File: src/verilog/fifo_demo_pkg.sv
`default_nettype none

package fifo_demo_pkg;

    //------------------------------------------------------------------------
    // Widths and sizes

    localparam int data_width  = 4;
    localparam int fifo_depth  = 8;
    localparam int level_width = 4;
    localparam int index_width = 4;
    localparam int n_digits    = 4;

    // Clocks per digit slot, kept short for simulation
    localparam int scan_div    = 4;

    localparam logic [level_width - 1:0] full_level = level_width'(fifo_depth);

    // Fixed upstream sequence
    localparam logic [data_width - 1:0] source_table [2 ** index_width] = '{
        4'h2, 4'h6, 4'hd, 4'hb, 4'h7, 4'he, 4'hc, 4'h4,
        4'h1, 4'h0, 4'h9, 4'ha, 4'hf, 4'h5, 4'h8, 4'h3
    };

    //------------------------------------------------------------------------
    // Segment codes, abcdefgh with a on top and the dot at bit 0

    localparam logic [7:0] sign_valid   = 8'b1000_0000;
    localparam logic [7:0] sign_ready   = 8'b0000_0010;
    localparam logic [7:0] sign_nothing = 8'b0000_0000;

    function automatic logic [7:0] hex_segments(input logic [data_width - 1:0] value);
        case (value)
            4'h0:    return 8'b1111_1100;
            4'h1:    return 8'b0110_0000;
            4'h2:    return 8'b1101_1010;
            4'h3:    return 8'b1111_0010;
            4'h4:    return 8'b0110_0110;
            4'h5:    return 8'b1011_0110;
            4'h6:    return 8'b1011_1110;
            4'h7:    return 8'b1110_0000;
            4'h8:    return 8'b1111_1110;
            4'h9:    return 8'b1111_0110;
            4'ha:    return 8'b1110_1110;
            4'hb:    return 8'b0011_1110;
            4'hc:    return 8'b1001_1100;
            4'hd:    return 8'b0111_1010;
            4'he:    return 8'b1001_1110;
            default: return 8'b1000_1110;
        endcase
    endfunction

    // Digit slot, encoding equals the digit bit it lights
    typedef enum logic [1:0] {
        pos_down_data = 2'd0,
        pos_down_hs   = 2'd1,
        pos_up_hs     = 2'd2,
        pos_up_data   = 2'd3
    } scan_pos_t;

    typedef struct packed {
        logic                     up_ready;
        logic                     down_valid;
        logic [level_width - 1:0] level;
        logic [data_width - 1:0]  down_data;
    } fifo_status_t;

endpackage

`default_nettype wire

File: src/verilog/sequence_source.sv
`timescale 1ns/1ps
`default_nettype none

module sequence_source (
    input  logic                                 clk,
    input  logic                                 rst_n,
    input  logic                                 push,
    output logic [fifo_demo_pkg::data_width - 1:0] up_data
);

    //------------------------------------------------------------------------
    // Table index

    // Wraps after the last entry
    logic [fifo_demo_pkg::index_width - 1:0] index;

    always_ff @(posedge clk or negedge rst_n) begin
        if (!rst_n) begin
            index <= '0;
        end
        else if (push) begin
            index <= index + 1'b1;
        end
    end

    //------------------------------------------------------------------------
    // Offered value

    // Holds steady while the index is unchanged
    assign up_data = fifo_demo_pkg::source_table[index];

endmodule

`default_nettype wire

File: src/verilog/valid_ready_fifo.sv
`timescale 1ns/1ps
`default_nettype none

module valid_ready_fifo (
    input  logic                                  clk,
    input  logic                                  rst_n,

    // Upstream side
    input  logic                                  up_valid,
    output logic                                  up_ready,
    input  logic [fifo_demo_pkg::data_width - 1:0]  up_data,

    // Downstream side
    output logic                                  down_valid,
    input  logic                                  down_ready,
    output logic [fifo_demo_pkg::data_width - 1:0] down_data,

    output logic [fifo_demo_pkg::level_width - 1:0] level
);

    typedef logic [$clog2(fifo_demo_pkg::fifo_depth) - 1:0] ptr_t;

    logic [fifo_demo_pkg::data_width - 1:0] mem [fifo_demo_pkg::fifo_depth];

    ptr_t wr_ptr;
    ptr_t rd_ptr;
    logic push;
    logic pop;

    function automatic ptr_t next_ptr(input ptr_t ptr);
        if (ptr == ptr_t'(fifo_demo_pkg::fifo_depth - 1)) begin
            return '0;
        end
        return ptr + 1'b1;
    endfunction

    //------------------------------------------------------------------------
    // Handshake decode

    assign up_ready   = (level != fifo_demo_pkg::full_level);
    assign down_valid = (level != '0);

    // Transfers happen only when both sides agree
    assign push = up_valid & up_ready;
    assign pop  = down_valid & down_ready;

    // Oldest entry
    assign down_data = mem[rd_ptr];

    //------------------------------------------------------------------------
    // Storage

    always_ff @(posedge clk) begin
        if (push) begin
            mem[wr_ptr] <= up_data;
        end
    end

    //------------------------------------------------------------------------
    // Pointers and level

    always_ff @(posedge clk or negedge rst_n) begin
        if (!rst_n) begin
            wr_ptr <= '0;
            rd_ptr <= '0;
        end
        else begin
            if (push) begin
                wr_ptr <= next_ptr(wr_ptr);
            end
            if (pop) begin
                rd_ptr <= next_ptr(rd_ptr);
            end
        end
    end

    // Push with pop leaves the level alone
    always_ff @(posedge clk or negedge rst_n) begin
        if (!rst_n) begin
            level <= '0;
        end
        else begin
            case ({push, pop})
                2'b10:   level <= level + 1'b1;
                2'b01:   level <= level - 1'b1;
                default: level <= level;
            endcase
        end
    end

endmodule

`default_nettype wire

File: src/verilog/seven_segment_scanner.sv
`timescale 1ns/1ps
`default_nettype none

module seven_segment_scanner (
    input  logic                                  clk,
    input  logic                                  rst_n,

    input  logic [fifo_demo_pkg::data_width - 1:0]  up_data,
    input  logic                                  up_valid,
    input  logic                                  up_ready,

    input  logic [fifo_demo_pkg::data_width - 1:0]  down_data,
    input  logic                                  down_valid,
    input  logic                                  down_ready,

    output logic [7:0]                            abcdefgh,
    output logic [fifo_demo_pkg::n_digits - 1:0]    digit
);

    logic [$clog2(fifo_demo_pkg::scan_div) - 1:0] div_cnt;
    logic                                         slot_end;
    fifo_demo_pkg::scan_pos_t                     pos;
    fifo_demo_pkg::scan_pos_t                     pos_next;

    // Valid lights the top bar, ready the middle one
    function automatic logic [7:0] hs_sign(input logic valid, input logic ready);
        logic [7:0] seg;
        seg = fifo_demo_pkg::sign_nothing;
        if (valid) begin
            seg = seg | fifo_demo_pkg::sign_valid;
        end
        if (ready) begin
            seg = seg | fifo_demo_pkg::sign_ready;
        end
        return seg;
    endfunction

    //------------------------------------------------------------------------
    // Slot timing

    assign slot_end = (div_cnt == (fifo_demo_pkg::scan_div - 1));

    always_ff @(posedge clk or negedge rst_n) begin
        if (!rst_n) begin
            div_cnt <= '0;
        end
        else if (slot_end) begin
            div_cnt <= '0;
        end
        else begin
            div_cnt <= div_cnt + 1'b1;
        end
    end

    // Scan order follows the digit bits
    always_comb begin
        case (pos)
            fifo_demo_pkg::pos_down_data: pos_next = fifo_demo_pkg::pos_down_hs;
            fifo_demo_pkg::pos_down_hs:   pos_next = fifo_demo_pkg::pos_up_hs;
            fifo_demo_pkg::pos_up_hs:     pos_next = fifo_demo_pkg::pos_up_data;
            default:                      pos_next = fifo_demo_pkg::pos_down_data;
        endcase
    end

    always_ff @(posedge clk or negedge rst_n) begin
        if (!rst_n) begin
            pos <= fifo_demo_pkg::pos_down_data;
        end
        else if (slot_end) begin
            pos <= pos_next;
        end
    end

    //------------------------------------------------------------------------
    // Digit select and segments

    always_comb begin
        digit      = '0;
        digit[pos] = 1'b1;
    end

    always_comb begin
        case (pos)
            fifo_demo_pkg::pos_up_data: begin
                abcdefgh = fifo_demo_pkg::hex_segments(up_data);
            end
            fifo_demo_pkg::pos_up_hs: begin
                abcdefgh = hs_sign(up_valid, up_ready);
            end
            fifo_demo_pkg::pos_down_hs: begin
                abcdefgh = hs_sign(down_valid, down_ready);
            end
            default: begin
                // Blank while nothing is offered downstream
                abcdefgh = down_valid ? fifo_demo_pkg::hex_segments(down_data)
                                      : fifo_demo_pkg::sign_nothing;
            end
        endcase
    end

endmodule

`default_nettype wire

File: src/verilog/fifo_demo_top.sv
`timescale 1ns/1ps
`default_nettype none

module fifo_demo_top (
    input  logic                               clk,
    input  logic                               rst_n,
    input  logic [1:0]                         key,
    output fifo_demo_pkg::fifo_status_t        status,
    output logic [7:0]                         abcdefgh,
    output logic [fifo_demo_pkg::n_digits - 1:0] digit
);

    //------------------------------------------------------------------------
    // Handshake nets

    logic                                   up_valid;
    logic                                   up_ready;
    logic [fifo_demo_pkg::data_width - 1:0]  up_data;
    logic                                   down_valid;
    logic                                   down_ready;
    logic [fifo_demo_pkg::data_width - 1:0]  down_data;
    logic [fifo_demo_pkg::level_width - 1:0] level;

    // key[1] offers upstream, key[0] accepts downstream
    assign up_valid   = key[1];
    assign down_ready = key[0];

    //------------------------------------------------------------------------
    // Blocks

    sequence_source source0 (
        .clk     (clk),
        .rst_n   (rst_n),
        .push    (up_valid & up_ready),
        .up_data (up_data)
    );

    valid_ready_fifo fifo0 (
        .clk        (clk),
        .rst_n      (rst_n),
        .up_valid   (up_valid),
        .up_ready   (up_ready),
        .up_data    (up_data),
        .down_valid (down_valid),
        .down_ready (down_ready),
        .down_data  (down_data),
        .level      (level)
    );

    seven_segment_scanner scanner0 (
        .clk        (clk),
        .rst_n      (rst_n),
        .up_data    (up_data),
        .up_valid   (up_valid),
        .up_ready   (up_ready),
        .down_data  (down_data),
        .down_valid (down_valid),
        .down_ready (down_ready),
        .abcdefgh   (abcdefgh),
        .digit      (digit)
    );

    // Status word for the LEDs
    always_comb begin
        status.up_ready   = up_ready;
        status.down_valid = down_valid;
        status.level      = level;
        status.down_data  = down_data;
    end

endmodule

`default_nettype wire

File: config.mk
export PLATFORM = sky130hd
export DESIGN_NAME = fifo_demo_top
export DESIGN_NICKNAME = d
export VERILOG_FILES = /design/src/verilog/fifo_demo_pkg.sv /design/src/verilog/sequence_source.sv /design/src/verilog/valid_ready_fifo.sv /design/src/verilog/seven_segment_scanner.sv /design/src/verilog/fifo_demo_top.sv
export SDC_FILE = /design/constraint.sdc
export NUM_CORES = 1
export LEC_CHECK = 0
export BUFFER_PORTS_ARGS = -buffer_cell sky130_fd_sc_hd__buf_2
export CAP_MARGIN = 20
export CORE_UTILIZATION = 60
export DETAILED_ROUTE_END_ITERATION = 12
export GPL_ROUTABILITY_DRIVEN = 1
export PLACE_DENSITY = 0.86
export SLEW_MARGIN = 10
export SYNTH_ARGS = -nofsm -noshare
export SYNTH_HDL_FRONTEND = slang
export SYNTH_HIERARCHICAL = 1
export SYNTH_SLANG_ARGS = --single-unit
File: constraint.sdc
create_clock -name clk -period 3.75 [get_ports clk]
set_input_delay 0.75 -clock clk [delete_from_list [all_inputs] [get_ports clk]]
set_output_delay 0.75 -clock clk [all_outputs]
set_load 0.01 [all_outputs]
==> impl_metrics.json <==
{
  "place_congestion": 0.793,
  "drive_gt1_share_pct": 23.5,
  "antenna_found_initial": 0,
  "setup_viol": 0,
  "overflow": 0,
  "clock_latency_ps": 300,
  "yosys_warnings": 6,
  "yosysUniqueCellTypes": 50,
  "core_area_sq_um": 4790,
  "diodes": 0,
  "cts-root-buf": "clkbuf_8",
  "final.period_utilization_pct": 95.7,
  "synth-seq-cells": 50,
  "synth_nets": 280,
  "grt_max_degree": 22,
  "worst_pin_slew_ps": 819,
  "clkSlewWorstSetupHoldPaths_ps": 90,
  "utilization_pct": 68.4,
  "worstPathRequired_ps": 3000,
  "synth_cells": 246,
  "syn_area_sq_um": 3030,
  "drtPass1Iterations": 4,
  "pre_cts_slack_ps": 412,
  "clk_path_buf_depth": 2,
  "ant_nets": 0,
  "synth.avg_cell_area_sq_um": 12.3,
  "cap_violations": 0,
  "die_width_microns": 73.1,
  "nNetsFinal": 301,
  "slew_viol_final": 0,
  "fin_crit_ps": 3590,
  "rsz0062_at_grt": "false",
  "r2r_cells": 8,
  "synth_edf_count": 32,
  "grt_pass1_wl_mm": 8.96,
  "htree_num_levels": 2,
  "via_per_inst": 5.93,
  "drtIter0Drc": 194,
  "routedWlPerCell_microns": 16.1,
  "post-dp-hpwl_mm": 4.03,
  "rr_endpoint": "fifo0/level[3]",
  "drc": 0,
  "syn_to_final_growth_pct": 8.10,
  "end_kind": "primary output",
  "critPathKind": "flop to primary output",
  "synth.yosys.seq_area_share_pct": 46.6,
  "cts-hold-fix-buffers": 0,
  "wl_mm": 5.40,
  "dieArea_sq_um": 5340,
  "clock_sinks": 50,
  "die_h_microns": 73.1,
  "fmaxAchievable_ghz": 0.279,
  "status": "completed",
  "grt_pass1_vias": 1925,
  "grtUsageTotal_pct": 22.2,
  "crit_fanout": 12,
  "pin_count": 26,
  "fin_worst_skew_ps": 7.65,
  "worstReg2RegStart": "fifo0/level[0]",
  "numPortBuffers": 24,
  "vias": 1988,
  "r2r_slack_ps": 940,
  "setup_tns_ps": 0,
  "tritoncts": "done",
  "rows": 25,
  "start_util_pct": 63.3,
  "start_kind": "flop",
  "arrival_ps": 2840,
  "holdWs_ps": 374,
  "final_hold_viol_count": 0,
  "ys.flop_type": "edfxtp_1",
  "async_reset_ff_share_pct": 36.0,
  "numCtsBuffers": 5,
  "hp-class": "primary input to asynchronous set/reset pin",
  "layout_setup_ws_ps": 160,
  "maxSlewHeadroom_pct": 44.9
}
flip-flops by register name (all words and copies together) (netlist names):
signal            flops
fifo0/mem            32
scanner0/div_cnt      2
scanner0/pos          2
fifo0/level           4
fifo0/wr_ptr          3
source0/index         4
fifo0/rd_ptr          3
cells in the mapped netlist, drive strengths merged, types with 4 or more instances:
cell / count / area [sq um]
nand2: 18 / 86.3
o211ai: 4 / 35.0
a21oi: 5 / 25.0
edfxtp: 32 / 961
nor2: 13 / 48.8
a31oi: 5 / 31.3
o21ai: 8 / 40.0
inv: 17 / 63.8
nor3: 5 / 25.0
mux2i: 6 / 60.1
clkbuf: 4 / 15.0
nor2b: 4 / 25.0
nand3: 8 / 40.0
nor3b: 4 / 30.0
mux2: 11 / 135
ha: 29 / 363
dfrtp: 18 / 450
nand2b: 6 / 37.5
mux4: 11 / 248
buf: 9 / 57.6
worst max-delay path, cell delays in order, from the launching register on:
cell and delay (ps):
dfrtp_1 420, inv_1 100, ha_1 220, or2_0 210, mux4_2 590, inv_1 200, ha_1 180, nor2b_1 240
o311ai_1 150, nand2_1 110, buf_2 120
what timing repair did:
item / 4_1_cts / 5_1_grt
setup buffers: 0 / 0
endpoints found under the setup margin: 0 / 4
hold endpoints to repair: 0 / 0
gates resized for setup: 0 / 1
worst max path at each step:
stage | from | to | slack, ps | cells past startpoint
after detailed placement | source0/index[1] | abcdefgh[6] | 410 | 10
after global placement | source0/index[1] | abcdefgh[6] | 530 | 10
after CTS | source0/index[1] | abcdefgh[2] | 80 | 10
final | source0/index[0] | abcdefgh[2] | 160 | 10
after global routing | source0/index[0] | abcdefgh[2] | 20 | 10
after floorplan | fifo0/rd_ptr[0] | abcdefgh[4] | 700 | 8
per-stage QoR:
step	std cells	area, sq um
floorplan	246	3030
global placement	327	3180
detailed placement	327	3180
CTS	335	3270
global route	335	3270
finish	335	3270
routing by layer:
| metal | share of wire (%) | wire length (microns) | GRT usage, % |
|---|---|---|---|
| met5 | 0 | 0 | 0 |
| met4 | 1.1 | 57 | 5.45 |
| met3 | 4.8 | 257 | 4.01 |
| met2 | 49 | 2630 | 36.6 |
| met1 | 45 | 2450 | 30.7 |
kinds of logic after synthesis:
| group | Yosys count | share of synthesized area (%) |
|---|---|---|
| simple gates | 67 | 12.1 |
| flops | 50 | 46.6 |
| compound gates | 35 | 7.93 |
| fa+ha+maj | 30 | 12.6 |
| buf+inv | 30 | 4.50 |
| mux | 28 | 14.6 |
| xor+xnor | 5 | 1.45 |
| other cells | 1 | 0.124 |
layout by cell type (no fill, tap or decap), types with 2 or more instances in the layout:
cell / n
nand3b_1: 2
nor2b_1: 4
clkinv_4: 2
buf_2: 24
ha_1: 29
inv_1: 16
nor3b_1: 4
mux4_2: 11
o31ai_1: 2
nor3_1: 5
o21ai_0: 3
nand3_1: 8
xnor2_1: 3
o211ai_1: 3
nor2_1: 13
mux2i_1: 6
buf_4: 3
mux2_4: 3
a22oi_1: 2
mux2_2: 8
edfxtp_1: 32
a31oi_1: 5
nand2b_1: 6
dfrtp_1: 17
nand2_1: 16
o21ai_1: 5
clkbuf_8: 5
xor2_1: 2
a21oi_1: 5
final cells by class:
| type | count | area (sq um) |
|---|---|---|
| fillers | 351 | 1510 |
| multi-input cells | 166 | 1480 |
| flip-flops and latches | 50 | 1410 |
| repair buffers | 27 | 143 |
| well taps | 67 | 83.8 |
| clock buffers | 5 | 68.8 |
| inverters | 17 | 63.8 |
| clock inverters | 3 | 21.3 |
Power is not shown: default switching activity piles up to over one toggle a cycle in this logic, so the estimate is an artifact.
